===== config.mk =====
export PLATFORM = sky130hd
export DESIGN_NAME = memory_bank_flat
export DESIGN_NICKNAME = d
export VERILOG_FILES = /design/src/mem_pkg.sv /design/src/mem_bus_if.sv /design/src/memory_bank.sv /design/src/flat_wrapper.sv
export SDC_FILE = /design/constraint.sdc
export NUM_CORES = 2
export LEC_CHECK = 0
export BUFFER_PORTS_ARGS = -buffer_cell sky130_fd_sc_hd__clkbuf_2
export CAP_MARGIN = 10
export CORE_ASPECT_RATIO = 1.25
export CORE_MARGIN = 3
export CORE_UTILIZATION = 55
export DETAILED_ROUTE_END_ITERATION = 7
export GPL_TIMING_DRIVEN = 0
export PLACE_DENSITY = 0.71
export SYNTH_ARGS = -nofsm -noshare
export SYNTH_HDL_FRONTEND = slang
export SYNTH_SLANG_ARGS = --single-unit

===== constraint.sdc =====
create_clock -name clk_i -period 4.2 [get_ports clk_i]
set_input_delay 0.63 -clock clk_i [delete_from_list [all_inputs] [get_ports clk_i]]
set_output_delay 0.63 -clock clk_i [all_outputs]
set_load 0.05 [all_outputs]

===== src/mem_pkg.sv =====
// Shared widths, state enums, served-port type and word/address types

package mem_pkg;

    //////////////////////////////////////////////////
    // Widths
    //////////////////////////////////////////////////

    // One data word
    localparam int DATA_W = 32;

    // Byte address as seen by the cache controllers
    localparam int ADDR_W = 32;

    // Low address bits that select a byte inside a word
    localparam int BYTE_OFFSET_W = $clog2(DATA_W / 8);

    //////////////////////////////////////////////////
    // Types
    //////////////////////////////////////////////////

    typedef logic [DATA_W-1:0] data_t;
    typedef logic [ADDR_W-1:0] addr_t;

    // Controller FSM
    typedef enum logic {
        ST_IDLE = 1'b0,
        ST_WAIT = 1'b1
    } ctrl_state_e;

    // Bank FSM, counts wait cycles before the access
    typedef enum logic {
        BK_IDLE  = 1'b0,
        BK_COUNT = 1'b1
    } bank_state_e;

    // Owner of the access in flight
    typedef enum logic {
        PORT_FETCH = 1'b0,
        PORT_EXEC  = 1'b1
    } port_e;

endpackage

===== src/mem_bus_if.sv =====


interface bank_if import mem_pkg::*; #(
    parameter int WORDS_PER_BANK = 64
) ();
    localparam int IDX_W = $clog2(WORDS_PER_BANK);

    logic             sel;
    logic             we;
    logic [IDX_W-1:0] index;
    data_t            wdata;
    logic             ack;
    data_t            rdata;

    modport decoder (output sel, we, index, wdata);
    modport bank (input sel, we, index, wdata, output ack, rdata);
    modport response (input ack, rdata);
endinterface


===== src/memory_bank.sv =====
// Memory bank, word storage with a fixed number of wait cycles before acknowledge

module memory_bank import mem_pkg::*; #(
    parameter int WORDS_PER_BANK = 64,
    parameter int BANK_WAIT      = 2
) (
    input logic clk_i,
    input logic reset,
    bank_if.bank bus
);

    localparam int IDX_W = $clog2(WORDS_PER_BANK);
    localparam int CNT_W = (BANK_WAIT > 1) ? $clog2(BANK_WAIT) : 1;

    bank_state_e      state_r;
    logic [CNT_W-1:0] cnt_r;
    logic             ack_r;

    // Latched request and read result
    logic [IDX_W-1:0] index_r;
    data_t            wdata_r;
    logic             we_r;
    data_t            rdata_r;

    data_t storage [WORDS_PER_BANK];

    // Operands come straight from the bus when there are no wait cycles
    logic             fire;
    logic [IDX_W-1:0] op_index;
    data_t            op_wdata;
    logic             op_we;

    assign fire     = (state_r == BK_COUNT) ? (cnt_r == '0) : (BANK_WAIT == 0 && bus.sel);
    assign op_index = (state_r == BK_COUNT) ? index_r : bus.index;
    assign op_wdata = (state_r == BK_COUNT) ? wdata_r : bus.wdata;
    assign op_we    = (state_r == BK_COUNT) ? we_r : bus.we;

    //////////////////////////////////////////////////
    // Wait counter
    //////////////////////////////////////////////////

    always_ff @(posedge clk_i) begin
        if (reset) begin
            state_r <= BK_IDLE;
            cnt_r   <= '0;
            ack_r   <= 1'b0;
        end else begin
            ack_r <= fire;
            unique case (state_r)
                BK_IDLE: begin
                    if (bus.sel && BANK_WAIT != 0) begin
                        state_r <= BK_COUNT;
                        cnt_r   <= CNT_W'(BANK_WAIT - 1);
                    end
                end
                BK_COUNT: begin
                    if (cnt_r == '0) state_r <= BK_IDLE;
                    else cnt_r <= cnt_r - 1'b1;
                end
            endcase
        end
    end

    // Storage and payload
    always_ff @(posedge clk_i) begin
        if (state_r == BK_IDLE && bus.sel) begin
            index_r <= bus.index;
            wdata_r <= bus.wdata;
            we_r    <= bus.we;
        end
        if (fire) begin
            if (op_we) storage[op_index] <= op_wdata;
            else rdata_r <= storage[op_index];
        end
    end

    assign bus.ack   = ack_r;
    assign bus.rdata = rdata_r;

    a_no_sel_while_busy: assert property (@(posedge clk_i) disable iff (reset)
        bus.sel |-> (state_r == BK_IDLE));

endmodule


===== src/flat_wrapper.sv =====
// flat-port wrapper written by rule: the top's interface ports become plain ports
module memory_bank_flat import mem_pkg::*;
#(
    parameter int WORDS_PER_BANK = 64,
    parameter int BANK_WAIT      = 2
)
  (clk_i, reset, bus_sel, bus_we, bus_index, bus_wdata, bus_ack, bus_rdata);
  bank_if #(.WORDS_PER_BANK(WORDS_PER_BANK)) bus_i ();
  input logic clk_i;
  input logic reset;
  input wire logic [$bits(bus_i.sel)-1:0] bus_sel;
  input wire logic [$bits(bus_i.we)-1:0] bus_we;
  input wire logic [$bits(bus_i.index)-1:0] bus_index;
  input wire logic [$bits(bus_i.wdata)-1:0] bus_wdata;
  output wire logic [$bits(bus_i.ack)-1:0] bus_ack;
  output wire logic [$bits(bus_i.rdata)-1:0] bus_rdata;
  assign bus_i.sel = bus_sel;
  assign bus_i.we = bus_we;
  assign bus_i.index = bus_index;
  assign bus_i.wdata = bus_wdata;
  assign bus_ack = bus_i.ack;
  assign bus_rdata = bus_i.rdata;
  memory_bank #(.WORDS_PER_BANK(WORDS_PER_BANK), .BANK_WAIT(BANK_WAIT)) u_core (.clk_i(clk_i), .reset(reset), .bus(bus_i));
endmodule

==> impl_metrics.csv <==
group,metric,value,unit
cts,clk_path_buf_depth,3,
timing,rsz0062_at_grt,"no",
timing,max_slew.worst_pin.slew,1.457,ns
drt,firstDrtPassIters,7,
timing,postLayoutSetupSlackWorst,-0.01600,ns
final_layout,nNetsFinal,4922,
run,maxCapViolCount,0,
floorplanning,io_pins,75,
cts,cts_setup_buffers,0,
worst_setup_path,critical_path.max_fanout,17,
floorplanning,die_area,152800,sq um
worst_hold_path,min_path_type,"input port to register",
yosys,synth_area,81450,sq um
yosys,ys_warn_count,0,
yosys,synth_top_family_by_area,"multiplexers",
drt,final_antenna_net_count,0,
grt,grtUsageTotal,28.85,%
yosys,yosysUniqueCellTypes,32,
grt,grt_max_degree,65,
grt,grt_pass1_vias,43494,
timing,finalSetupTns,-0.2758,ns
placement,portBuffers,74,
final_layout,instances_no_fill,6959,
drt,wire_per_inst,31.92,um
cts,cts_root_buf,"clkbuf_16",
cts,cts_tree,"yes",
floorplanning,rows,157,
placement,place_hpwl,147200,um
floorplanning,die_h,436.2,um
worst_setup_path,endpoint_kind,"register",
cts,insertion_delay,0.82,ns
drt,drt-total-wl,222200,um
floorplanning,coreArea,146700,sq um
yosys,async_flop_share,0,%
placement,routabilityCongestion,0.9189,
cts,cts_made_buffers,190,
yosys,synth-xor-area-share,0,%
drt,drt_iter0_drc,5938,
timing,slew_violations,0,
drt,via_per_inst,6.441,
timing,fin_crit,4.216,ns
drt,drc,0,
cts,path_clk_slew,0.06,ns
timing,fin_skew,0.02460,ns
timing,finalCritPeriodShare,100.4,%
timing,holdWs,0.06815,ns
floorplanning,start_util,55.50,%
timing,relSlewSlack,1.840,%
floorplanning,die_w,350.2,um
drt,vias,44820,
yosys,syn_avg_cell_area,18.15,sq um
worst_setup_path,crit_path_start_kind,"register",
yosys,synthTopCellsByArea,"edfxtp_1, mux2i_1, o22ai_1",
worst_setup_path,cp_top_family,"buffers and inverters",
grt,grt_antenna_before_repair,18,
yosys,ys_top_cells_by_count,"edfxtp_1, mux2i_1, o22ai_1",
yosys,synth_edf_count,2119,
cts,cts_sinks,2122,
worst_setup_path,cpPeakStageDelay,0.89,ns
yosys,ys_seq_area_share,78.20,%
outcome,failed_checks,"setup timing",
timing,setup_viol_count_final,27,
cts,htree_num_levels,4,
yosys,yosys.area.top_type,"edfxtp_1",
placement,place_inst,6553,
grt,grt_pass1_wl,311000,um
worst_setup_path,worst_path_max_delay_cell,"clkbuf_1",
pwr,power-per-cell-area,476.1,nW/um^2
timing,hold_viol,0,
yosys,synthAdderAreaFrac,0,%
worst_setup_path,path_buf_inv,6,
final_layout,synthToLayoutAreaGrowth,14.31,%
yosys,syn_nets,4529,
worst_setup_path,crit_type,"register to register",
worst_setup_path,crit_chain,"buf_4 > buf_6 > nor2b_4 > a21oi_4 > buf_4 > clkbuf_1 > nand2b_1 > clkbuf_1 > nor2_4 > buf_16",
outcome,outcome,"finished, violations left",
yosys,synth_compound_area_share,5.618,%
final_layout,drive_gt1_share,14.02,%
yosys,synth_top_area_share,78.13,%
final_layout,utilization,63.45,%
pwr,power.leakage,0.03197,uW
grt,overflow,0,
pwr,peakVddDrop,491.5,uV
worst_setup_path,required,4.76,ns
yosys,synth-simple-area-share,1.439,%
yosys,yosysMostFrequentCell,"edfxtp_1",
yosys,synthCells,4487,
yosys,synth_mux_area_share,13.07,%
worst_setup_path,cp_data_arrival_time,4.78,ns
yosys,synthFlopType,"edfxtp_1",
timing,max_freq,237.2,MHz
yosys,ys_ff_latch,2122,
placed cells by master (no fill, tap or decap), drive strengths merged, types with 3 or more instances in the layout:
master       Yosys  routed
o22ai          522     522
clkinvlp         0       6
nand2           39      39
mux2i         1026    1026
nor2b            3       3
dfxtp            3       3
clkinv           0      93
bufinv           0      17
or4             25      25
diode            0       9
dlygate4sd3      0      34
mux2            33      33
buf            183     276
nor2           169     169
clkbuf          83     386
nand2b          10      10
inv              3      11
o21ai          241     241
edfxtp        2119    2119
nand4            6       6
or3              7       7
final cells by class:
cell class / instances / area [sq um]
multi-input cells: 2096 / 16920
flip-flops and latches: 2122 / 63690
fillers: 9851 / 53630
plain buffers: 266 / 1361
diodes: 9 / 22.52
well taps: 1908 / 2387
clock buffers: 230 / 5032
inverters: 3 / 11.26
repair buffers: 201 / 2635
clock inverters: 124 / 1046
per-stage QoR:
stage,total power (uW),setup WS [ns],area (sq um)
floorplan,26040,0.7312,81450
global placement,27370,-1.733,84200
detailed placement,27540,-0.06096,86480
CTS,44350,0.1006,92890
global route,45360,0.02547,93090
finish,44330,-0.01600,93110
power by group:
part / leakage [uW] / switching [uW] / total [uW] / internal, uW
clock network: 0.00298 / 7530 / 17100 / 9570
logic: 0.00989 / 2540 / 3600 / 1060
registers: 0.0191 / 26.0 / 23600 / 23600
registers in the layout, summed over array words and instances (netlist names):
name,count
u_core.bus.rdata,32
u_core.storage,2048
u_core.cnt_r,1
u_core.we_r,1
u_core.index_r,6
u_core.state_r,1
u_core.bus.ack,1
u_core.wdata_r,32
layer usage:
layer  up-vias  GRT usage (%)  part of all wire, %
met5         -              0                0.027
met4        10          14.79                  5.8
met3       554          6.338                   10
met2      2750          47.00                   48
met1     22639          36.53                   36
li1      18867              -                    -
cell families (layout without fill, tap and decap cells):
kind of cell,after synthesis,after routing
flip-flops,2122,2122
multiplexers,1059,1059
AO/OA/AOI/OAI,773,773
buffers and inverters,269,824
AND/OR/NAND/NOR,264,264
other,0,9
timing repair:
action                                  4_1_cts  5_1_grt
gates resized for setup                       0        3
hold endpoints to repair                     34        0
hold buffers                                 34        0
endpoints found under the setup margin        0        1
final timing paths:
kind                                start                          endpoint  slack (ns)  cells past startpoint
max             u_core.state_r$_SDFF_PP0_  u_core.storage[57][17]$_DFFE_PP_       -0.02                     10
min                          bus_index[2]       u_core.index_r[2]$_DFFE_PP_        0.07                      1
max reg2reg     u_core.state_r$_SDFF_PP0_  u_core.storage[57][17]$_DFFE_PP_       -0.02                     10
min reg2reg  u_core.wdata_r[13]$_DFFE_PP_   u_core.storage[9][13]$_DFFE_PP_        0.67                      1
Note: power is estimated with default switching activity, not from simulation.
