===== src/mem_pkg.sv =====
// Shared widths, state enums, served-port type and word/address types

package mem_pkg;

    //////////////////////////////////////////////////
    // Widths
    //////////////////////////////////////////////////

    // One data word
    localparam int DATA_W = 32;

    // Byte address as seen by the cache controllers
    localparam int ADDR_W = 32;

    // Low address bits that select a byte inside a word
    localparam int BYTE_OFFSET_W = $clog2(DATA_W / 8);

    //////////////////////////////////////////////////
    // Types
    //////////////////////////////////////////////////

    typedef logic [DATA_W-1:0] data_t;
    typedef logic [ADDR_W-1:0] addr_t;

    // Controller FSM
    typedef enum logic {
        ST_IDLE = 1'b0,
        ST_WAIT = 1'b1
    } ctrl_state_e;

    // Bank FSM, counts wait cycles before the access
    typedef enum logic {
        BK_IDLE  = 1'b0,
        BK_COUNT = 1'b1
    } bank_state_e;

    // Owner of the access in flight
    typedef enum logic {
        PORT_FETCH = 1'b0,
        PORT_EXEC  = 1'b1
    } port_e;

endpackage

===== src/mem_bus_if.sv =====
// Interfaces mem_bus_if (controller to memory side) and bank_if (per-bank link)

interface mem_bus_if import mem_pkg::*; (
    input logic clk_i,
    input logic reset
);
    logic  valid;
    logic  we;
    addr_t addr;
    data_t wdata;
    logic  ready;
    data_t rdata;

    modport controller (output valid, we, addr, wdata, input ready, rdata);
    modport decoder (input clk_i, reset, valid, we, addr, wdata);
    modport response (output ready, rdata);
endinterface



===== src/mem_controller.sv =====
// Two-port memory request arbiter with held second request, core stall and read return

module mem_controller import mem_pkg::*; (
    input  logic  clk_i,
    input  logic  reset,
    // Fetch port
    input  logic  fetch_req,
    input  logic  fetch_we,
    input  addr_t fetch_addr,
    input  data_t fetch_wdata,
    output data_t fetch_rdata,
    output logic  fetch_rvalid,
    // Execute port
    input  logic  exec_req,
    input  logic  exec_we,
    input  addr_t exec_addr,
    input  data_t exec_wdata,
    output data_t exec_rdata,
    output logic  exec_rvalid,
    // Core stall
    output logic  stall,
    // Memory side
    mem_bus_if.controller mem
);

    //////////////////////////////////////////////////
    // State and registers
    //////////////////////////////////////////////////

    ctrl_state_e state_r, state_next;
    port_e       owner_r, owner_next;

    // Fetch request parked during a double request
    logic  second_r, second_next;
    addr_t second_addr_r, second_addr_next;
    data_t second_wdata_r, second_wdata_next;
    logic  second_we_r, second_we_next;

    // Access currently on the memory bus
    logic  valid_r, valid_next;
    logic  we_r, we_next;
    addr_t addr_r, addr_next;
    data_t wdata_r, wdata_next;

    // Read return toward the ports
    data_t fetch_rdata_r, fetch_rdata_next;
    logic  fetch_rvalid_r, fetch_rvalid_next;
    data_t exec_rdata_r, exec_rdata_next;
    logic  exec_rvalid_r, exec_rvalid_next;

    //////////////////////////////////////////////////
    // Next state
    //////////////////////////////////////////////////

    always_comb begin
        state_next        = state_r;
        owner_next        = owner_r;
        second_next       = second_r;
        second_addr_next  = second_addr_r;
        second_wdata_next = second_wdata_r;
        second_we_next    = second_we_r;
        valid_next        = 1'b0;
        we_next           = we_r;
        addr_next         = addr_r;
        wdata_next        = wdata_r;
        fetch_rdata_next  = fetch_rdata_r;
        fetch_rvalid_next = 1'b0;
        exec_rdata_next   = exec_rdata_r;
        exec_rvalid_next  = 1'b0;

        unique case (state_r)
            ST_IDLE: begin
                // Execute port wins, fetch waits in the second slot
                if (exec_req) begin
                    state_next = ST_WAIT;
                    owner_next = PORT_EXEC;
                    valid_next = 1'b1;
                    we_next    = exec_we;
                    addr_next  = exec_addr;
                    wdata_next = exec_wdata;
                    if (fetch_req) begin
                        second_next       = 1'b1;
                        second_addr_next  = fetch_addr;
                        second_wdata_next = fetch_wdata;
                        second_we_next    = fetch_we;
                    end
                end else if (fetch_req) begin
                    state_next = ST_WAIT;
                    owner_next = PORT_FETCH;
                    valid_next = 1'b1;
                    we_next    = fetch_we;
                    addr_next  = fetch_addr;
                    wdata_next = fetch_wdata;
                end
            end

            ST_WAIT: begin
                if (mem.ready) begin
                    if (!we_r) begin
                        if (owner_r == PORT_EXEC) begin
                            exec_rdata_next  = mem.rdata;
                            exec_rvalid_next = 1'b1;
                        end else begin
                            fetch_rdata_next  = mem.rdata;
                            fetch_rvalid_next = 1'b1;
                        end
                    end
                    if (second_r) begin
                        // Parked fetch goes out right after the first reply
                        second_next = 1'b0;
                        owner_next  = PORT_FETCH;
                        valid_next  = 1'b1;
                        we_next     = second_we_r;
                        addr_next   = second_addr_r;
                        wdata_next  = second_wdata_r;
                    end else begin
                        state_next = ST_IDLE;
                    end
                end
            end
        endcase
    end

    //////////////////////////////////////////////////
    // Registers
    //////////////////////////////////////////////////

    always_ff @(posedge clk_i) begin
        if (reset) begin
            state_r        <= ST_IDLE;
            owner_r        <= PORT_FETCH;
            second_r       <= 1'b0;
            valid_r        <= 1'b0;
            fetch_rvalid_r <= 1'b0;
            exec_rvalid_r  <= 1'b0;
        end else begin
            state_r        <= state_next;
            owner_r        <= owner_next;
            second_r       <= second_next;
            valid_r        <= valid_next;
            fetch_rvalid_r <= fetch_rvalid_next;
            exec_rvalid_r  <= exec_rvalid_next;
        end
    end

    always_ff @(posedge clk_i) begin
        second_addr_r  <= second_addr_next;
        second_wdata_r <= second_wdata_next;
        second_we_r    <= second_we_next;
        we_r           <= we_next;
        addr_r         <= addr_next;
        wdata_r        <= wdata_next;
        fetch_rdata_r  <= fetch_rdata_next;
        exec_rdata_r   <= exec_rdata_next;
    end

    assign stall        = (state_r == ST_WAIT);
    assign mem.valid    = valid_r;
    assign mem.we       = we_r;
    assign mem.addr     = addr_r;
    assign mem.wdata    = wdata_r;
    assign fetch_rdata  = fetch_rdata_r;
    assign fetch_rvalid = fetch_rvalid_r;
    assign exec_rdata   = exec_rdata_r;
    assign exec_rvalid  = exec_rvalid_r;

    // No new access until the memory side has answered the last one
    a_single_outstanding: assert property (@(posedge clk_i) disable iff (reset)
        mem.valid |=> (!mem.valid until_with mem.ready));

    a_rvalid_exclusive: assert property (@(posedge clk_i) disable iff (reset)
        !(fetch_rvalid && exec_rvalid));

endmodule


===== src/flat_wrapper.sv =====
// flat-port wrapper written by rule: the top's interface ports become plain ports
module mem_controller_flat import mem_pkg::*;
  (clk_i, reset, fetch_req, fetch_we, fetch_addr, fetch_wdata, fetch_rdata, fetch_rvalid, exec_req, exec_we, exec_addr, exec_wdata, exec_rdata, exec_rvalid, stall, mem_valid, mem_we, mem_addr, mem_wdata, mem_ready, mem_rdata);
  mem_bus_if mem_i (.clk_i(clk_i), .reset(reset));
  input  logic clk_i;
  input  logic reset;
  input  logic fetch_req;
  input  logic fetch_we;
  input  addr_t fetch_addr;
  input  data_t fetch_wdata;
  output data_t fetch_rdata;
  output logic fetch_rvalid;
  input  logic exec_req;
  input  logic exec_we;
  input  addr_t exec_addr;
  input  data_t exec_wdata;
  output data_t exec_rdata;
  output logic exec_rvalid;
  output logic stall;
  output wire logic [$bits(mem_i.valid)-1:0] mem_valid;
  output wire logic [$bits(mem_i.we)-1:0] mem_we;
  output wire logic [$bits(mem_i.addr)-1:0] mem_addr;
  output wire logic [$bits(mem_i.wdata)-1:0] mem_wdata;
  input wire logic [$bits(mem_i.ready)-1:0] mem_ready;
  input wire logic [$bits(mem_i.rdata)-1:0] mem_rdata;
  assign mem_valid = mem_i.valid;
  assign mem_we = mem_i.we;
  assign mem_addr = mem_i.addr;
  assign mem_wdata = mem_i.wdata;
  assign mem_i.ready = mem_ready;
  assign mem_i.rdata = mem_rdata;
  mem_controller u_core (.clk_i(clk_i), .reset(reset), .fetch_req(fetch_req), .fetch_we(fetch_we), .fetch_addr(fetch_addr), .fetch_wdata(fetch_wdata), .fetch_rdata(fetch_rdata), .fetch_rvalid(fetch_rvalid), .exec_req(exec_req), .exec_we(exec_we), .exec_addr(exec_addr), .exec_wdata(exec_wdata), .exec_rdata(exec_rdata), .exec_rvalid(exec_rvalid), .stall(stall), .mem(mem_i));
endmodule

===== config.mk =====
export PLATFORM = sky130hd
export DESIGN_NAME = mem_controller_flat
export DESIGN_NICKNAME = d
export VERILOG_FILES = /design/src/mem_pkg.sv /design/src/mem_bus_if.sv /design/src/mem_controller.sv /design/src/flat_wrapper.sv
export SDC_FILE = /design/constraint.sdc
export NUM_CORES = 1
export LEC_CHECK = 0
export BUFFER_PORTS_ARGS = -buffer_cell sky130_fd_sc_hd__buf_2
export CORE_MARGIN = 8
export CORE_UTILIZATION = 50
export CTS_CLUSTER_SIZE = 10
export DETAILED_ROUTE_END_ITERATION = 6
export PLACE_DENSITY = 0.89
export SYNTH_ARGS = -nofsm -noshare
export SYNTH_HDL_FRONTEND = slang
export SYNTH_SLANG_ARGS = --single-unit

===== constraint.sdc =====
create_clock -name clk_i -period 6.4 [get_ports clk_i]
set_input_delay 0.32 -clock clk_i [delete_from_list [all_inputs] [get_ports clk_i]]
set_output_delay 0.32 -clock clk_i [all_outputs]
set_load 0.02 [all_outputs]

==> results of run 1 <==
-- metrics by stage --
stage / setup slack (ns) / utilization, %
floorplan: 2.35 / -
global placement: 3.81 / 62.2
detailed placement: 3.77 / 62.2
CTS: 3.75 / 66.0
global route: 3.52 / 66.0
finish: 3.73 / 66.0
-- cells by family after synthesis --
family / after synthesis / share of synthesized area (%)
mux: 65 / 8.69
buf+inv: 25 / 2.89
simple gates: 79 / 4.34
flops: 200 / 79.4
compound gates: 69 / 4.69
-- worst paths after layout --
path	startpoint	endpoint	cells past startpoint
setup / recovery	u_core.stall	u_core.mem.wdata[20]	4
hold / removal	mem_rdata[10]	u_core.exec_rdata[10]	1
setup reg to reg	u_core.stall	u_core.mem.wdata[20]	4
hold reg to reg	u_core.second_r	u_core.second_r	2
-- layer usage --
layer	wire length [microns]	track usage, %	vias to the layer above
met5	16	0	-
met4	419	7.44	4
met3	1450	6.68	30
met2	9240	31.5	233
met1	6840	19.5	2212
li1	-	-	2256
-- state kept, by name, summed over array words and instances, names as in the netlist --
name,count
u_core.exec_rdata,32
u_core.exec_rvalid,1
u_core.fetch_rdata,32
u_core.fetch_rvalid,1
u_core.mem.addr,32
u_core.mem.valid,1
u_core.mem.wdata,32
u_core.mem.we,1
u_core.owner_r,1
u_core.second_addr_r,32
u_core.second_r,1
u_core.second_wdata_r,32
u_core.second_we_r,1
u_core.stall,1
-- cell usage in the layout (no fill, tap or decap), types with 3 or more instances in the layout --
cell type   instances
mux2i_1            65
o21ai_1            39
buf_2             298
inv_6               3
edfxtp_1          194
nor3_1              3
clkinv_1            3
clkinvlp_4          3
o21ai_0            26
dfxtp_1             5
clkbuf_16          17
nand2_1            66
buf_4               7
-- cell type report --
class | instances | area [sq um] | area share, %
clock buffer | 17 | 425 | 4.42
timing repair buffer | 305 | 1540 | 16.0
clock inverter | 14 | 124 | 1.29
sequential | 200 | 5950 | 61.8
tap | 184 | 230 | 2.39
multi-input combinational | 213 | 1350 | 14.0
antenna | 1 | 2.50 | 0.0260
inverter | 2 | 7.51 | 0.0780
-- report_power, final --
group	switching [mW]	internal [mW]	total [mW]
clock network	0.449	0.537	0.985
registers	0.0325	1.54	1.58
logic	0.219	0.118	0.337
total	0.700	2.20	2.90
==> impl_results.md, run 1 <==
- Status: finished, final reports clean
- CP bufs+invs: 2
- Yosys top cell area share: between 70% and 80%
- Flop-to-flop setup slack: 3.73 ns
- Vias in the first global route: 5095
- Worst VDD drop: roughly 0.15 mV
- Post-placement cell area: 9080 sq um
- Postcts setup bufs: 0
- Hold Path Class: in2reg
- # IOs: 300
- Remaining Overflow, GRT: 0
- CTS HTree Levels: 4
- Crit path capture type: register
- Critical Path AT: around 2.7 ns
- Detailed Place HPWL: approximately 13 mm
- Hold buffer count at cts: 0
- Mapped Nets: 605
- Clk pin slew, worst setup/hold paths: 0.07 ns
- Post-synthesis sequential area ratio: between 70% and 80%
- Final #Nets: 906
- Leakage: 3.99 nW
- Max FO, Critical Path: 80
- F_max: 375 MHz
- First-iteration detailed-routing DRC count: 320
- Total Power Consumption: 2.90 mW
- Largest net degree at the start of global routing: approximately 80
- Cell variety after synth: 22
- Ys async rst share: 0%
- Final non-filler cell total: 936
- First-pass GRT wire length: 27.2 mm
- Period utilization: 41.7%
- Die height: 138 microns
- Worst slew margin: 40.7%
- Top cells by count, synth: 194 x edfxtp_1, 66 x nand2_1, 65 x mux2i_1
- Crit path required time: around 6.5 ns
- Syn. warnings: 0
- Worst-margin pin slew: 0.889 ns
- CTS resizes: 0
- WL per Instance: 19.2 microns
- Final Wtd Congestion: 0.762
- Post-synth top area cell: edfxtp_1
- DRT Pass-1 Iters: 5
- GRT Overall Usage: 18.1%
- Syn Inst Count: between 400 and 500
- Total wire length: 18.0 mm
- Pwr per Cell Area: around 300 nW/um^2
- Flops & latches, synth: 200
- Hold WS: 0.0875 ns
- Ys flop type: edfxtp_1
- Initial antenna violation count: 3
- Layout area overhead: 28.5%
- Cell Area, Synth: between 7000 and 8000 sq um
- Setup CP Type: reg2reg
- Clock latency on the worst-skew pair: 0.42 ns
- Critical path cell sequence: buf_4, a21boi_1, nor2_4, buf_4
- Initial core utilization: between 50% and 60%
- Final min period: roughly 2.7 ns
- Post-synth EDFFs: 194
- Num CTS Buffers: 17
- ANT nets after route: 0
- Die area: 19200 sq um
- # Max-Cap Violations: 0
- # rows: 44
- Most common cell in the netlist: edfxtp_1
- Crit-path most repeated cell: buf_4
- CTS tree: done
- Dpl cells: 904
- Core area: 14600 sq um
- Layout cells sized above 1: between 40 and 50%
- Slew Viols, Final: 0
- Final hold vios: 0
- Fillcell total: 1012
- Vias: 4735
- Die Width: 138 microns
- Total negative slack: 0 ns
- Via-per-instance ratio: 5.06
- Clock Skew: 0.00582 ns
- Post-Layout Inst Area: 9630 sq um
- Critical path's slowest cell: dfxtp_4
- TritonCTS Sinks: 200
- Clock buffer depth: 2
- I/O Buffers: approximately 300
- Critical Path Source Type: register
- DR DRC count: 0
- Final setup fails: 0
- Largest cells by area after synthesis: edfxtp_1 78%, mux2i_1 8.7%, nand2_1 3.3%, o21ai_1 2.6%, o21ai_0 1.7%
- RSZ-0062 raised after global routing: false
- Slowest Stage Delay on Critical Path: around 0.68 ns
- Root Buffer: clkbuf_16
- CP delay by family, top: buffers and inverters
- Syn Area/Cell: 17.1 sq um
Note: power is estimated with default switching activity, not from simulation.
==> run 2, diff against run 1 <==
--- a/config.mk
+++ b/config.mk
@@ -7,10 +7,10 @@
 export LEC_CHECK = 0
 export BUFFER_PORTS_ARGS = -buffer_cell sky130_fd_sc_hd__buf_2
 export CORE_MARGIN = 8
-export CORE_UTILIZATION = 50
+export CORE_UTILIZATION = 48
 export CTS_CLUSTER_SIZE = 10
 export DETAILED_ROUTE_END_ITERATION = 6
-export PLACE_DENSITY = 0.89
+export PLACE_DENSITY = 0.86
 export SYNTH_ARGS = -nofsm -noshare
 export SYNTH_HDL_FRONTEND = slang
 export SYNTH_SLANG_ARGS = --single-unit
==> constraint.sdc (replaced) <==
create_clock -name clk_i -period 2.53 [get_ports clk_i]
set_input_delay 0.1265 -clock clk_i [delete_from_list [all_inputs] [get_ports clk_i]]
set_output_delay 0.1265 -clock clk_i [all_outputs]
set_load 0.02 [all_outputs]
==> run 2 against run 1 <==
Compared with the run above: sequential share of layout area is 6.5 points lower; clock-buffer cell count is 1 higher; setup slack worse by 2.9 ns; global-route usage is 2.2 points higher; sequential cell count stayed put; register-to-register slack worse by 2.9 ns; utilization is 4.8 points higher; power grew to 2.7 times the previous value; die area is 3.7% higher; non-clock buffer count is 102 higher; final cell count is 12% higher; sequential power grew to 2.5 times the previous value; critical endpoint is now stall.
==> impl_results.md, run 2 (synthesis results as in run 1) <==
- Clock Skew: 0.0136 ns (+0.00779 ns)
- Clk pwr share: 35.8% (+1.8 points)
- GRT Max-Usage Layer: met2
- I/O Buffers: 299 (unchanged)
- CTS tree: done
- Total Power Consumption: 7.77 mW (+170%)
- Met2 Usage GRT: 36.3% (+4.9 points)
- CTS resizes: 0 (unchanged)
- Final setup fails: 0 (unchanged)
- Total wire length: 20.5 mm (+14%)
- DR DRC count: 0 (unchanged)
- Worst slew margin: 59.5% (+19 points)
- Setup WS post-layout: 0.813 ns (-2.92 ns)
- Detailed Place HPWL: 13.4 mm (+0.39%)
- Leakage: 4.46 nW (+12%)
- Final Wtd Congestion: 0.810 (+6.4%)
- Clock latency on the worst-skew pair: 0.43 ns (about the same)
- Vias: 5222 (+10%)
- Initial antenna violation count: 2 (-1)
- Worst VDD drop: 0.419 mV (+170%)
- Setup CP Type: reg2out
- Die area: 19900 sq um (+3.7%)
- Pwr per Cell Area: 722 nW/um^2 (+140%)
- First-pass GRT wire length: 30.6 mm (+12%)
- Post-Place Worst Slack: 0.886 ns (-2.89 ns)
- Critical Path Source Type: register
- Die Width: 141 microns (+1.8%)
- Switching power: 1.88 mW (+170%)
- Post-placement cell area: 9150 sq um (+0.76%)
- TritonCTS Sinks: 200 (unchanged)
- Slew Viols, Final: 0 (unchanged)
- Max FO, Critical Path: 71 (-11%)
- Final min period: between 1.5 and 2 ns
- Dpl cells: 911 (+0.77%)
- Grt met3 use: 7.06% (+0.38 points)
- Status: finished, final reports clean
- Hold buffer count at cts: 99 (+99)
- Critical Path AT: 1.59 ns (-1.14 ns)
- CP startpoint: u_core.stall
- Clk pin slew, worst setup/hold paths: 0.07 ns (about the same)
- Flop pwr share: 51.1% (-3.3 points)
- Clock buffer depth: 2 (unchanged)
- Final #Nets: 1008 (+11%)
- Period utilization: between 60% and 70%
- Final non-filler cell total: 1044 (+12%)
- Reg-to-Reg Start: u_core.stall
- # Max-Cap Violations: 0 (unchanged)
- F_max: 583 MHz
- Net Sw Frac: 24.2% (about the same)
- Largest net degree at the start of global routing: 72 (-11%)
- Vias in the first global route: 5688 (+12%)
- Layout cells sized above 1: 40.6% (-4.9 points)
- Hold WS: 0.0549 ns (-0.0326 ns)
- Gate power share: 13.1% (+1.5 points)
- DRT Pass-1 Iters: 4 (-1)
- Hold_sp: exec_addr[29]
- Commonest non-fill, non-tap cells in the layout: 298 x buf_2, 194 x edfxtp_1, 99 x dlygate4sd3_1
- First-iteration detailed-routing DRC count: 254 (-21%)
- CTS HTree Levels: 4 (unchanged)
- Post-Layout Inst Area: 10800 sq um (+12%)
- Total negative slack: 0 ns (unchanged)
- Via-per-instance ratio: 5.00 (-1.1%)
- Final hold vios: 0 (unchanged)
- ANT nets after route: 0 (unchanged)
- # rows: 45 (+2.3%)
- Crit path capture type: primary output
- Fillcell total: 954 (-5.7%)
- Hold Path Class: in2reg
- Remaining Overflow, GRT: 0 (unchanged)
- Final core occ: 70.8% (+4.8 points)
- Root Buffer: clkbuf_16
- Internal power: 5.89 mW (+170%)
- Die height: 141 microns (+1.8%)
- Postcts setup bufs: 0 (unchanged)
- Crit path required time: 2.40 ns (-4.06 ns)
- # IOs: 300 (unchanged)
- Worst-margin pin slew: 0.607 ns (-0.282 ns)
- WL per Instance: 19.6 microns (+2.4%)
- Most common cell after layout, fill and taps aside: buf_2
- GRT Overall Usage: 20.3% (+2.2 points)
- Initial core utilization: 49.3% (-2.1 points)
- RSZ-0062 raised after global routing: false
- Num CTS Buffers: 17 (unchanged)
- GR Layer Usage met1: 21.3% (+1.7 points)
- Core area: 15200 sq um (+4.2%)
- Layout area overhead: 43.6%
[run 2: cell type report]
| type | count | area [sq um] | share of cell area, % |
|---|---|---|---|
| multi-input cells | 213 | 1360 | 12.6 |
| clock inverters | 14 | 186 | 1.73 |
| flip-flops and latches | 200 | 5950 | 55.3 |
| well taps | 188 | 235 | 2.19 |
| inverters | 2 | 11.3 | 0.105 |
| clock buffers | 18 | 429 | 3.99 |
| repair buffers | 407 | 2580 | 24.0 |
| diodes | 2 | 5.00 | 0.0465 |
[run 2: worst max-delay path, cell delays in order (launching register included)]
cell and delay (ns):
dfxtp_4 0.38, buf_4 0.49, buf_2 0.29
[run 2: final timing paths]
kind / end / slack [ns] / cells past startpoint
min reg2reg: u_core.second_r / 0.49 / 2
max reg2reg: u_core.second_wdata_r[10] / 0.88 / 4
min: u_core.mem.addr[29] / 0.05 / 3
max: stall / 0.81 / 2
[run 2: metal layers]
layer  share of wire [%]  vias up
li1                    -     2462
met3                 7.9       40
met2                  52      263
met5                   0        -
met4                 2.5        0
met1                  38     2457
[run 2: power groups by stage]
stage          combinational (mW)  clock, mW  sequential [mW]
6_report                     1.02       2.78             3.97
5_1_grt                      1.09       2.95             3.98
4_1_cts                      1.01       2.82             3.97
3_5_place_dp                0.890          0             4.03
3_3_place_gp                0.870          0             4.03
2_1_floorplan               0.296          0             4.24
